## config.mk

```make
export PLATFORM = sky130hd
export DESIGN_NAME = zynq_glue_top
export DESIGN_NICKNAME = d
export VERILOG_FILES = /design/src/zynq_glue_pkg.sv /design/src/zynq_csr_bank.sv /design/src/zynq_addr_map.sv /design/src/dram_profiler.sv /design/src/zynq_glue_top.sv
export VERILOG_INCLUDE_DIRS = /design/src /design/src/include
export SDC_FILE = /design/constraint.sdc
export NUM_CORES = 1
export LEC_CHECK = 0
export BUFFER_PORTS_ARGS = -buffer_cell sky130_fd_sc_hd__clkbuf_2
export CAP_MARGIN = 5
export CORE_MARGIN = 3
export CORE_UTILIZATION = 35
export CTS_CLUSTER_SIZE = 24
export DETAILED_ROUTE_END_ITERATION = 10
export PLACE_DENSITY = 0.64
export SETUP_SLACK_MARGIN = 0.4
export SLEW_MARGIN = 20
export SYNTH_ARGS = -nofsm -noshare
export SYNTH_HDL_FRONTEND = slang
export SYNTH_SLANG_ARGS = --single-unit
```

## constraint.sdc

```tcl
create_clock -name aclk_i -period 3.7 [get_ports aclk_i]
set_input_delay 0.74 -clock aclk_i [delete_from_list [all_inputs] [get_ports aclk_i]]
set_output_delay 0.74 -clock aclk_i [all_outputs]
set_load 0.02 [all_outputs]
```

## src/include/zynq_glue_config.svh

```systemverilog
`ifndef ZYNQ_GLUE_CONFIG_SVH
`define ZYNQ_GLUE_CONFIG_SVH

// bus widths seen by the host and by the core
`define ZG_ADDR_W        32
`define ZG_DATA_W        32

// register map: index width and the number of host-writable registers
`define ZG_CSR_IDX_W     3
`define ZG_CSR_NUM       3

// host bit 29 picks core DRAM or core local space, the low 28 bits pass through
`define ZG_HOST_IDX_BIT  29
`define ZG_HOST_OFS_W    28

// core DRAM starts here, the xor strips it before the PS base is added
`define ZG_DRAM_XOR      32'h8000_0000

// profiler bitmap, one bit per 8 MB region taken from address bits 29..23
`define ZG_PROF_W        128
`define ZG_PROF_HI       29
`define ZG_PROF_IDX_W    7

`endif

```

## src/zynq_glue_pkg.sv

```systemverilog
`default_nettype none

`include "zynq_glue_config.svh"

package zynq_glue_pkg;

   // host register map, index 7 is left unmapped and reads as zero
   typedef enum logic [`ZG_CSR_IDX_W-1:0] {
      CSR_CTRL       = 0,
      CSR_DRAM_VALID = 1,
      CSR_DRAM_BASE  = 2,
      CSR_PROF0      = 3,
      CSR_PROF1      = 4,
      CSR_PROF2      = 5,
      CSR_PROF3      = 6
   } csr_addr_e;

   // one address request, valid is a level with no handshake
   typedef struct packed {
      logic                  valid;
      logic [`ZG_ADDR_W-1:0] addr;
   } addr_req_t;

   // host register write, takes effect at the edge where we is high
   typedef struct packed {
      logic                  we;
      csr_addr_e             idx;
      logic [`ZG_DATA_W-1:0] data;
   } csr_wr_t;

endpackage

`default_nettype wire

```

## src/zynq_csr_bank.sv

```systemverilog
`default_nettype none
`timescale 1ns/1ps

`include "zynq_glue_config.svh"

module zynq_csr_bank (
   input  logic                     aclk_i,
   input  logic                     arst_n_i,
   input  zynq_glue_pkg::csr_wr_t   csr_wr_i,
   input  logic                     csr_re_i,
   input  zynq_glue_pkg::csr_addr_e csr_raddr_i,
   input  logic [`ZG_PROF_W-1:0]    prof_bits_i,
   output logic [`ZG_DATA_W-1:0]    csr_rdata_o,
   output logic                     csr_rvalid_o,
   output logic [`ZG_ADDR_W-1:0]    dram_base_o,
   output logic                     core_reset_o
);
   import zynq_glue_pkg::*;

   localparam int prof_words_lp = `ZG_PROF_W / `ZG_DATA_W;

   logic [`ZG_CSR_NUM-1:0][`ZG_DATA_W-1:0]  csr_q;
   logic [prof_words_lp-1:0][`ZG_DATA_W-1:0] prof_word;
   logic [`ZG_DATA_W-1:0]                    rd_mux;
   logic [`ZG_DATA_W-1:0]                    rdata_q;
   logic                                     rvalid_q;

   // word k of the bitmap is bits 32k+31 down to 32k
   assign prof_word = prof_bits_i;

   // only control, dram valid and dram base are writable
   always_ff @(posedge aclk_i or negedge arst_n_i) begin
      if (!arst_n_i) begin
         csr_q <= '0;
      end else if (csr_wr_i.we) begin
         case (csr_wr_i.idx)
            CSR_CTRL, CSR_DRAM_VALID, CSR_DRAM_BASE: csr_q[csr_wr_i.idx] <= csr_wr_i.data;
            default: ;
         endcase
      end
   end

   always_comb begin
      case (csr_raddr_i)
         CSR_CTRL:       rd_mux = csr_q[CSR_CTRL];
         CSR_DRAM_VALID: rd_mux = csr_q[CSR_DRAM_VALID];
         CSR_DRAM_BASE:  rd_mux = csr_q[CSR_DRAM_BASE];
         CSR_PROF0:      rd_mux = prof_word[0];
         CSR_PROF1:      rd_mux = prof_word[1];
         CSR_PROF2:      rd_mux = prof_word[2];
         CSR_PROF3:      rd_mux = prof_word[3];
         default:        rd_mux = '0;
      endcase
   end

   // read data is sampled at the strobe edge and valid for one cycle after it
   always_ff @(posedge aclk_i or negedge arst_n_i) begin
      if (!arst_n_i) begin
         rvalid_q <= 1'b0;
      end else begin
         rvalid_q <= csr_re_i;
      end
   end

   always_ff @(posedge aclk_i) begin
      if (csr_re_i) begin
         rdata_q <= rd_mux;
      end
   end

   assign csr_rdata_o  = rdata_q;
   assign csr_rvalid_o = rvalid_q;
   assign dram_base_o  = csr_q[CSR_DRAM_BASE];

   // the core runs only once the host sets control bit 0, so a regression
   // can be restarted without reloading the bitstream
   assign core_reset_o = ~csr_q[CSR_CTRL][0] | ~arst_n_i;

endmodule

`default_nettype wire

```

## src/zynq_addr_map.sv

```systemverilog
`default_nettype none
`timescale 1ns/1ps

`include "zynq_glue_config.svh"

module zynq_addr_map (
   input  logic                     aclk_i,
   input  logic                     arst_n_i,
   input  zynq_glue_pkg::addr_req_t host_wr_i,
   input  zynq_glue_pkg::addr_req_t host_rd_i,
   input  zynq_glue_pkg::addr_req_t dram_wr_i,
   input  zynq_glue_pkg::addr_req_t dram_rd_i,
   input  logic [`ZG_ADDR_W-1:0]    dram_base_i,
   output zynq_glue_pkg::addr_req_t core_wr_o,
   output zynq_glue_pkg::addr_req_t core_rd_o,
   output zynq_glue_pkg::addr_req_t ps_wr_o,
   output zynq_glue_pkg::addr_req_t ps_rd_o
);

   logic                  core_wr_v_q, core_rd_v_q, ps_wr_v_q, ps_rd_v_q;
   logic [`ZG_ADDR_W-1:0] core_wr_a_q, core_rd_a_q, ps_wr_a_q, ps_rd_a_q;

   // host 0x0xxx_xxxx lands in core DRAM at 0x8xxx_xxxx,
   // host 0x2xxx_xxxx lands in core local space at 0x0xxx_xxxx
   function automatic logic [`ZG_ADDR_W-1:0] host_xlate(input logic [`ZG_ADDR_W-1:0] a);
      return {~a[`ZG_HOST_IDX_BIT],
              {(`ZG_ADDR_W - 1 - `ZG_HOST_OFS_W){1'b0}},
              a[`ZG_HOST_OFS_W-1:0]};
   endfunction

   // strip the core DRAM base and move into the buffer the PS allocated
   function automatic logic [`ZG_ADDR_W-1:0] dram_xlate(input logic [`ZG_ADDR_W-1:0] a,
                                                        input logic [`ZG_ADDR_W-1:0] base);
      return (a ^ `ZG_DRAM_XOR) + base;
   endfunction

   always_ff @(posedge aclk_i or negedge arst_n_i) begin
      if (!arst_n_i) begin
         core_wr_v_q <= 1'b0;
         core_rd_v_q <= 1'b0;
         ps_wr_v_q   <= 1'b0;
         ps_rd_v_q   <= 1'b0;
      end else begin
         core_wr_v_q <= host_wr_i.valid;
         core_rd_v_q <= host_rd_i.valid;
         ps_wr_v_q   <= dram_wr_i.valid;
         ps_rd_v_q   <= dram_rd_i.valid;
      end
   end

   // addresses only load with a request, they are don't-care otherwise
   always_ff @(posedge aclk_i) begin
      if (host_wr_i.valid) begin
         core_wr_a_q <= host_xlate(host_wr_i.addr);
      end
      if (host_rd_i.valid) begin
         core_rd_a_q <= host_xlate(host_rd_i.addr);
      end
      if (dram_wr_i.valid) begin
         ps_wr_a_q <= dram_xlate(dram_wr_i.addr, dram_base_i);
      end
      if (dram_rd_i.valid) begin
         ps_rd_a_q <= dram_xlate(dram_rd_i.addr, dram_base_i);
      end
   end

   assign core_wr_o = '{valid: core_wr_v_q, addr: core_wr_a_q};
   assign core_rd_o = '{valid: core_rd_v_q, addr: core_rd_a_q};
   assign ps_wr_o   = '{valid: ps_wr_v_q, addr: ps_wr_a_q};
   assign ps_rd_o   = '{valid: ps_rd_v_q, addr: ps_rd_a_q};

endmodule

`default_nettype wire

```

## src/dram_profiler.sv

```systemverilog
`default_nettype none
`timescale 1ns/1ps

`include "zynq_glue_config.svh"

module dram_profiler (
   input  logic                     aclk_i,
   input  logic                     core_reset_i,
   input  zynq_glue_pkg::addr_req_t dram_wr_i,
   input  zynq_glue_pkg::addr_req_t dram_rd_i,
   output logic [`ZG_PROF_W-1:0]    prof_bits_o
);

   logic [`ZG_PROF_W-1:0]     prof_q;
   logic [`ZG_PROF_W-1:0]     wr_hit;
   logic [`ZG_PROF_W-1:0]     rd_hit;
   logic [`ZG_PROF_IDX_W-1:0] wr_idx;
   logic [`ZG_PROF_IDX_W-1:0] rd_idx;

   // each bit stands for one 8 MB region of core DRAM
   assign wr_idx = dram_wr_i.addr[`ZG_PROF_HI -: `ZG_PROF_IDX_W];
   assign rd_idx = dram_rd_i.addr[`ZG_PROF_HI -: `ZG_PROF_IDX_W];

   always_comb begin
      wr_hit         = '0;
      rd_hit         = '0;
      wr_hit[wr_idx] = dram_wr_i.valid;
      rd_hit[rd_idx] = dram_rd_i.valid;
   end

   // bits are sticky until the core is put back into reset
   always_ff @(posedge aclk_i) begin
      if (core_reset_i) begin
         prof_q <= '0;
      end else begin
         prof_q <= prof_q | wr_hit | rd_hit;
      end
   end

   assign prof_bits_o = prof_q;

endmodule

`default_nettype wire

```

## src/zynq_glue_top.sv

```systemverilog
`default_nettype none
`timescale 1ns/1ps

`include "zynq_glue_config.svh"

module zynq_glue_top (
   input  logic                     aclk_i,
   input  logic                     arst_n_i,

   // host register access
   input  zynq_glue_pkg::csr_wr_t   csr_wr_i,
   input  logic                     csr_re_i,
   input  zynq_glue_pkg::csr_addr_e csr_raddr_i,
   output logic [`ZG_DATA_W-1:0]    csr_rdata_o,
   output logic                     csr_rvalid_o,

   // host requests into the core
   input  zynq_glue_pkg::addr_req_t host_wr_i,
   input  zynq_glue_pkg::addr_req_t host_rd_i,
   output zynq_glue_pkg::addr_req_t core_wr_o,
   output zynq_glue_pkg::addr_req_t core_rd_o,

   // core DRAM requests out to the PS
   input  zynq_glue_pkg::addr_req_t dram_wr_i,
   input  zynq_glue_pkg::addr_req_t dram_rd_i,
   output zynq_glue_pkg::addr_req_t ps_wr_o,
   output zynq_glue_pkg::addr_req_t ps_rd_o,

   output logic                     core_reset_o
);

   logic [`ZG_ADDR_W-1:0] dram_base;
   logic [`ZG_PROF_W-1:0] prof_bits;

   zynq_csr_bank csr_bank (
      .aclk_i       (aclk_i),
      .arst_n_i     (arst_n_i),
      .csr_wr_i     (csr_wr_i),
      .csr_re_i     (csr_re_i),
      .csr_raddr_i  (csr_raddr_i),
      .prof_bits_i  (prof_bits),
      .csr_rdata_o  (csr_rdata_o),
      .csr_rvalid_o (csr_rvalid_o),
      .dram_base_o  (dram_base),
      .core_reset_o (core_reset_o)
   );

   zynq_addr_map addr_map (
      .aclk_i      (aclk_i),
      .arst_n_i    (arst_n_i),
      .host_wr_i   (host_wr_i),
      .host_rd_i   (host_rd_i),
      .dram_wr_i   (dram_wr_i),
      .dram_rd_i   (dram_rd_i),
      .dram_base_i (dram_base),
      .core_wr_o   (core_wr_o),
      .core_rd_o   (core_rd_o),
      .ps_wr_o     (ps_wr_o),
      .ps_rd_o     (ps_rd_o)
   );

   // the profiler watches untranslated core addresses and clears with the core
   dram_profiler profiler (
      .aclk_i       (aclk_i),
      .core_reset_i (core_reset_o),
      .dram_wr_i    (dram_wr_i),
      .dram_rd_i    (dram_rd_i),
      .prof_bits_o  (prof_bits)
   );

endmodule

`default_nettype wire

```

Word level (Yosys, flattened, before mapping)
Index checks and enable logic that the tools add are counted.
{ "word_totals": {"out_inout_bits": 166, "register_bits": 383, "wordCells": 56} }
{ "op_classes": {"eq_ne": 8, "n_mux": 8, "add_sub_neg": 2, "order_cmp": 6, "bitwise_logic": 11, "reduce_logical": 7} }
{ "ops": {"columns": ["op", "n"], "rows": [
  ["$and 128x128->128", 2],
  ["$or 128x128->128", 2],
  ["$pmux 32 s7", 1],
  ["$bwmux 96", 1],
  ["$add 32x32->32", 2],
  ["$demux 32 s2", 1],
  ["$mux 32", 1],
  ["$lt 7x8->1 const B", 2],
  ["$demux 1 s7", 2],
  ["$ge 7x1->1 const B", 2],
  ["$eq 3x2->1 const B", 3],
  ["$eq 3x3->1 const B", 3],
  ["$eq 3x1->1 const B", 2],
  ["$logic_not 3->1", 2],
  ["$not 1->1", 6],
  ["$ge 3x1->1 const B", 1],
  ["$logic_and 1x1->1", 3],
  ["$lt 3x3->1 const B", 1],
  ["$reduce_or 3->1", 1],
  ["$mux 1", 2],
  ["$reduce_and 2->1", 1],
  ["$or 1x1->1", 1]
]} }

Logic depth before layout (Yosys ltp)
Gate-level depths: netlist of the first run.
{ "depth": {"ltp_word": 7, "mapped_depth": 10, "ltp_nobuf": 10} }

Cells and area by module
A second synthesis of the first run with hierarchy kept.
{ "unflattened": {"cells_unflattened": 1636, "area_unflattened_um2": 19424.9} }
{ "modules_own_cells": {"columns": ["mod", "instances", "cells_each", "area_per_inst_um2"], "rows": [
  ["zynq_addr_map", 1, 574, 6935.4],
  ["zynq_csr_bank", 1, 533, 6902.9],
  ["dram_profiler", 1, 529, 5586.6]
]} }

Worst setup path after synthesis of the first run
No wires, ideal clock.
{ "synth_timing": {"kind": "input-to-reg", "start": "in dram_rd_i[0] (netlist bit)", "end": "reg addr_map.ps_rd_a_q[30] (data pin)", "required_ns": 3.538, "stages": 10, "arrival_ns": 2.946, "setup_slack_ns": 0.592, "setup_time_ns": 0.162, "cell_sequence": "ha_1 fa_1 a21o_1 a221o_1 o21ai_2 a21oi_2 o211ai_2 a21oi_2 or4b_1 o2111ai_1"} }
{ "synth_via": {"elab_chain_cells": 1} }
{ "synth_lines": {"columns": ["element", "line_no", "text"], "rows": [
  ["from (decl)", "zynq_glue_top.sv:25", "input zynq_glue_pkg::addr_req_t dram_rd_i,"],
  ["$add 32x32->32", "zynq_addr_map.sv:34", "return (a ^ `ZG_DRAM_XOR) + base;"],
  ["to (signal assigned)", "zynq_addr_map.sv:63", "ps_rd_a_q <= dram_xlate(dram_rd_i.addr, dram_base_i);"],
  ["to (decl)", "zynq_addr_map.sv:21", "logic [`ZG_ADDR_W-1:0] core_wr_a_q, core_rd_a_q, ps_wr_a_q, ps_rd_a_q;"]
]} }
No other way between the ends.
A chain may end at the register's enable or synchronous reset.

Final worst setup path of the first run
{ "layout_timing": {"start": "reg csr_bank.csr_q (netlist bit csr_bank.dram_base_o[0])", "end": "reg addr_map.ps_rd_a_q[30] (data pin)"} }
{ "layout_via": {"elab_chain_cells": 1} }
{ "layout_lines": {"columns": ["element", "line_no", "text"], "rows": [
  ["from (decl)", "zynq_csr_bank.sv:22", "logic [`ZG_CSR_NUM-1:0][`ZG_DATA_W-1:0] csr_q;"],
  ["from (signal, indexed assignment)", "zynq_csr_bank.sv:37", "CSR_CTRL, CSR_DRAM_VALID, CSR_DRAM_BASE: csr_q[csr_wr_i.idx] <= csr_wr_i.data;"],
  ["$add 32x32->32", "zynq_addr_map.sv:34", null]
]} }
No other way between the ends.

==> results of run 1 <==
==> placed cells by master (no fill, tap or decap), drive strengths merged, types with 8 or more instances in the layout <==
| cell type | instances |
|---|---|
| dfrtp | 101 |
| o22ai | 134 |
| clkbuf | 378 |
| dfxtp | 128 |
| a221o | 11 |
| and3 | 8 |
| ha | 62 |
| nand3b | 8 |
| a22oi | 8 |
| or2 | 12 |
| nand3 | 31 |
| o21bai | 8 |
| xor2 | 23 |
| clkinv | 13 |
| xnor2 | 35 |
| nand2 | 91 |
| mux2i | 39 |
| buf | 29 |
| mux2 | 110 |
| mux4 | 13 |
| nor2b | 17 |
| inv | 20 |
| a21oi | 66 |
| nor2 | 329 |
| edfxtp | 154 |
| o21ai | 56 |
| nand4 | 13 |
| a21o | 31 |
| a221oi | 16 |
| nor3 | 8 |
==> layer usage <==
layer | vias to the layer above | global-route usage [%] | share of wire (%)
met2 | 658 | 35.9 | 49
met3 | 132 | 3.70 | 7.9
li1 | 6856 | - | -
met4 | 2 | 8.63 | 4.0
met1 | 7339 | 26.3 | 40
met5 | - | 0 | 0.018
==> state kept, by name, indices dropped and copies added, names as in the netlist <==
| signal | flops |
|---|---|
| profiler.prof_bits_o | 128 |
| csr_bank.csr_q | 64 |
| addr_map.ps_rd_a_q | 32 |
| addr_map.ps_wr_a_q | 32 |
| csr_bank.csr_rdata_o | 32 |
| csr_bank.dram_base_o | 32 |
| addr_map.core_rd_a_q | 29 |
| addr_map.core_wr_a_q | 29 |
| addr_map.core_rd_v_q | 1 |
| addr_map.core_wr_v_q | 1 |
| addr_map.ps_rd_v_q | 1 |
| addr_map.ps_wr_v_q | 1 |
| csr_bank.csr_rvalid_o | 1 |
==> logic make-up after synthesis <==
family	Yosys count	synth area share [%]
xor+xnor	58	2.78
fa+ha+maj	64	4.46
flops	383	53.1
other cells	1	0.0205
simple gates	541	12.8
compound gates	378	13.6
mux	162	10.5
buf+inv	125	2.78
==> how the worst max path moves through the flow <==
stage | end | slack, ns | cells past startpoint
floorplan | addr_map.ps_rd_a_q[30] | 0.59 | 10
global placement | addr_map.ps_rd_a_q[28] | 0.11 | 11
detailed placement | addr_map.ps_rd_a_q[30] | 0.10 | 11
CTS | addr_map.ps_rd_a_q[30] | 0.41 | 10
global route | addr_map.ps_rd_a_q[30] | 0.32 | 10
finish | addr_map.ps_rd_a_q[30] | 0.43 | 10
==> repair_timing <==
action                                  4_1_cts  5_1_grt
endpoints found under the setup margin        0        5
resized for setup                             0        5
hold buffers                                  0        0
==> final cells by class <==
type	instances	share of cell area, %
Antenna cell	5	0.0570
Clock buffer	54	5.08
Clock inverter	20	0.838
Inverter	19	0.325
Multi-Input combinational cell	1209	37.1
Sequential cell	383	44.3
Tap cell	680	3.88
Timing Repair Buffer	353	8.48
==> metrics by stage <==
stage | worst slack, ns | area [µm²] | total power, mW | util, %
2_1_floorplan | 0.592 | 18300 | 7.56 | -
3_3_place_gp | 0.114 | 20600 | 8.70 | 40.0
3_5_place_dp | 0.104 | 20600 | 8.78 | 40.0
4_1_cts | 0.412 | 21900 | 12.8 | 42.6
5_1_grt | 0.317 | 22000 | 13.3 | 42.6
6_report | 0.426 | 22000 | 12.7 | 42.6
==> report_power, final <==
group          internal, mW  switching (mW)
clock network          2.28            1.74
registers              5.08           0.377
logic                  1.28            1.98
==> metrics.yaml, run 1 <==
start_util_pct: 35.5
placementRows: 83
timing_hold_violations_final: 0
path_delay_family: "compound AO/OA/AOI/OAI gates"
whs_ns: 0.270
drive_gt1_share_pct: 28.1
post-synth-top-area-cell: "edfxtp_1"
drt-wirelength-per-cell_um: 22.2
slew-limit-headroom_pct: 29.2
critPathMaxStageDelay_ns: 0.50
unrepaired_setup_endpoints_after_global_routing: "yes"
fp.dieW_um: 235
power_density_nw_per_um2: 580
areaGrowthSynthToFinish_pct: 20.1
synth_seq_area_share_pct: 53.1
holdCritPathClass: "in -> async"
instances_no_fill: 2723
timing.critical_path.from: "csr_bank.dram_base_o[0]"
synth_cell_type_count: 76
synth_flop_cell: "edfxtp_1"
post-route-period-util_pct: 88.5
setup_total_negative_slack_ns: 0
postSynthAreaPerCell_um2: 10.7
r2r_end: "addr_map.ps_rd_a_q[30]"
crit_path_end_kind: "flip-flop"
classification_of_the_worst_setup_path: "reg -> reg"
worst-slew-pin-transition_ns: 1.06
reg2regPathDepth: 10
tritoncts: "built"
run_status: "completed"
first_pass_iters: 5
postSynthCellCount: 1712
nFillCells: 4954
dp_hpwl_um: 44300
grt_max_degree: 106
drtAntennaViolNets: 0
synth.ff_latch_count: 383
clock_tree.htree_level_count: 2
detail_route.iter0.violations: 1349
cts_num_sinks: 383
timing.critical_path.fanout_max: 4
cp.required_ns: 4.08
antenna_violations_before_repair: 6
numCtsBuffers: 40
final_nets: 2244
ir_drop_mv: 0.302
r2r_slack_ns: 0.43
netlist_top_cells_area: "edfxtp_1, dfxtp_1, dfrtp_1"
grt_first_pass_wirelength_um: 88000
grt_usage_pct: 21.0
clock-root-buffer: "clkbuf_16"
total_of_max_cap_violations: 0
placedCellCount: 2644
regArea_um2: 9720
most_used_standard_cell_by_instance_count_after_synthesis: "nor2_1"
multi_input_comb_area_um2: 8140
critical_path_arrival_ns: 3.66
critical_path.n_buffers_inverters: 0
startpoint_class: "flip-flop"
post_cts_buffers: 0
most_frequent_cells_after_synthesis: "nor2_1, edfxtp_1, o22ai_1, dfxtp_1, mux2_2"
worst_case_clock_buffer_depth: 3
critical-path-top-cell-by-count: "a21oi_2"
finClkSkew_ns: 0.0182
route.detailed.vias_per_inst: 5.50
first_global_vias: 14500
numPortBuffers: 327
dieHeight_um: 235
globalRoute.totalOverflow: 0
synth_async_reset_ratio_pct: 26.4
worstSkewPairLatency_ns: 0.56
report.final.setup_viol: 0
dr_drc_count: 0
coreArea_um2: 51500
num_vias: 15000
area_of_the_die_um2: 55000
cp_cell_sequence: "ha_1 -> fa_1 -> a21o_1 -> a221o_2 -> o21ai_4 -> a21oi_2 -> o211ai_2 -> a21oi_2 -> or4b_1 -> o2111ai_1"
synth_largest_type_area_fraction_pct: 25.3
fmax_ghz: 0.305
worst_r2r_startpoint: "csr_bank.dram_base_o[0]"
io_pins: 340
synth.yosys.warnings: 0
worst_setup_hold_path_clk_slew_ns: 0.06
synth_area_um2: 18300
routed_wirelength_um: 60300
drv_slew: 0
period_minus_slack_ns: 3.27
globalplace.congestion: 0.918
edff_count_synth: 154
cpMaxStageDelayCell: "or4b_1"
power.leakage_nw: 8.86
No activity file was read; power rests on OpenSTA's default activity.
==> run 2: changes to the inputs <==
--- a/config.mk
+++ b/config.mk
@@ -12,6 +12,7 @@
 export CORE_UTILIZATION = 35
 export CTS_CLUSTER_SIZE = 24
 export DETAILED_ROUTE_END_ITERATION = 10
+export GPL_TIMING_DRIVEN = 0
 export PLACE_DENSITY = 0.64
 export SETUP_SLACK_MARGIN = 0.4
 export SLEW_MARGIN = 20
==> metrics.yaml, run 2 (synthesized netlist as in run 1, its figures left out) <==
detail_route.iter0.violations: 1426  # +5.7%
largest_reg_flops: 128  # unchanged
reg2regPathDepth: 10  # unchanged
slew-limit-headroom_pct: 19.3  # -9.9 points
timing.critical_path.fanout_max: 4  # unchanged
unrepaired_setup_endpoints_after_global_routing: "yes"
antenna_violations_before_repair: 4  # -2
placedInstanceArea_um2: 20800  # +0.96%
numPortBuffers: 324  # -0.92%
route.detailed.vias_per_inst: 5.60  # +1.7%
instances_no_fill: 2806  # +3.0%
fp.dieW_um: 235  # unchanged
p_int_mw: 8.52  # -1.4%
r2r_slack_ns: 0.48  # +0.06 ns
period_minus_slack_ns: 3.22  # -0.0561 ns
placedCellCount: 2723  # +3.0%
worst_case_clock_buffer_depth: 3  # unchanged
grt_first_pass_wirelength_um: 94400  # +7.2%
timing.critical_path.from: "csr_bank.dram_base_o[0]"
total_power_mw: 12.7  # -0.43%
clock_tree.htree_level_count: 2  # unchanged
crit_path_end_kind: "flip-flop"
crit_end: "addr_map.ps_rd_a_q[30]"
routed_wirelength_um: 65400  # +8.4%
num_vias: 15700  # +4.8%
tritoncts: "built"
area_of_the_die_um2: 55000  # unchanged
numCtsBuffers: 40  # unchanged
mostFrequentLayoutCells: "nor2_1, clkbuf_2, edfxtp_1"
final_nets: 2328  # +3.7%
r2r_end: "addr_map.ps_rd_a_q[30]"
critical_path_arrival_ns: 3.61  # -0.05 ns
dieHeight_um: 235  # unchanged
postLayoutSetupSlackWorst_ns: 0.482  # +0.0561 ns
start_util_pct: 35.5  # unchanged
dp_worst_setup_slack_ns: -0.468  # -0.572 ns
share_clk_of_total_power_pct: 30.7  # -0.8 points
worst_setup_hold_path_clk_slew_ns: 0.06  # about the same
drv_slew: 0  # unchanged
ir_drop_mv: 0.266  # -12%
areaGrowthSynthToFinish_pct: 21.3
power.switching_mw: 4.16  # +1.5%
timing_hold_violations_final: 0  # unchanged
final_common_cell: "nor2_1"
total_of_max_cap_violations: 0  # unchanged
grt_usage_pct: 22.9  # +1.9 points
power_density_nw_per_um2: 572  # -1.4%
power.share.switching_pct: 32.8  # +0.64 points
whs_ns: 0.0310  # -0.239 ns
report.final.setup_viol: 0  # unchanged
drtAntennaViolNets: 0  # unchanged
run_status: "completed"
seq_power_share_pct: 43.0  # about the same
cts_num_sinks: 383  # unchanged
dr_drc_count: 0  # unchanged
cp.required_ns: 4.09  # about the same
power.leakage_nw: 8.91  # +0.62%
io_pins: 340  # unchanged
first_global_vias: 15100  # +4.5%
finClkSkew_ns: 0.0122  # -0.00593 ns
cell_area_after_layout_um2: 22200  # +1.0%
holdCritPathClass: "in -> async"
globalplace.congestion: 1.01  # +10%
clock-root-buffer: "clkbuf_16"
globalRoute.totalOverflow: 0  # unchanged
coreArea_um2: 51500  # unchanged
startpoint_class: "flip-flop"
grt_max_degree: 88  # -17%
post-route-period-util_pct: 87.0  # -1.5 points
classification_of_the_worst_setup_path: "reg -> reg"
drive_gt1_share_pct: 26.8  # -1.3 points
drt-wirelength-per-cell_um: 23.3  # +5.2%
worst-slew-pin-transition_ns: 1.21  # +0.148 ns
worst_r2r_startpoint: "csr_bank.dram_base_o[0]"
combinationalPowerShare_pct: 26.3  # +0.7 points
dp_hpwl_um: 49400  # +12%
fmax_ghz: 0.311  # +1.7%
worstSkewPairLatency_ns: 0.56  # about the same
placementRows: 83  # unchanged
first_pass_iters: 6  # +1
[run 2: per-layer routing]
metal / share of wire [%] / routed length [µm] / GRT usage (%)
met3: 8.6 / 5620 / 4.71
met2: 47 / 30900 / 38.2
met5: 0 / 0 / 0
met4: 4.9 / 3210 / 10.4
met1: 39 / 25600 / 28.5
[run 2: layout make-up]
class                   count  area [µm²]
diodes                      4        10.0
plain buffers             106         455
clock buffers              50        1080
clock inverters            24         170
fillers                  4950       29300
inverters                  19        71.3
multi-input cells        1209        8120
flip-flops and latches    383        9720
well taps                 680         851
repair buffers            331        1700
[run 2: power groups by stage]
stage	logic (mW)	clock network (mW)	registers, mW
floorplan	1.79	0	5.77
global placement	3.18	0	5.53
detailed placement	3.24	0	5.55
CTS	3.27	3.96	5.46
global route	3.60	4.15	5.50
finish	3.33	3.89	5.46
[run 2: timing repair]
action	in CTS	in global routing
buffers inserted	1	4
endpoints found under the setup margin	16	13
resized for setup	7	12
pin swaps	1	6
hold buffers	0	0
[run 2: critical path: stages (launching register included)]
cell	delay, ns
dfrtp_2	0.45
ha_1	0.23
fa_1	0.43
a21o_1	0.23
a221o_1	0.44
o21ai_4	0.24
a21oi_2	0.12
o211ai_2	0.22
a21oi_2	0.10
or4b_1	0.48
o2111ai_1	0.11
[run 2: per-stage QoR]
stage	util, %	setup TNS (ns)
floorplan	-	0
global placement	40.3	-70.32
detailed placement	40.4	-3.88
CTS	42.9	0
global route	43.0	0
finish	43.0	0
[run 2: worst min-delay path by stage]
stage	end	slack, ns	from	cells after the start
floorplan	profiler.prof_bits_o[11]	0.43	profiler.prof_bits_o[11]	2
detailed placement	profiler.prof_bits_o[40]	0.46	profiler.prof_bits_o[40]	2
finish	addr_map.core_wr_v_q	0.03	arst_n_i	1
CTS	csr_bank.csr_rvalid_o	0.009	arst_n_i	1
global route	addr_map.core_wr_v_q	0.02	arst_n_i	1
global placement	profiler.prof_bits_o[4]	0.45	profiler.prof_bits_o[4]	2
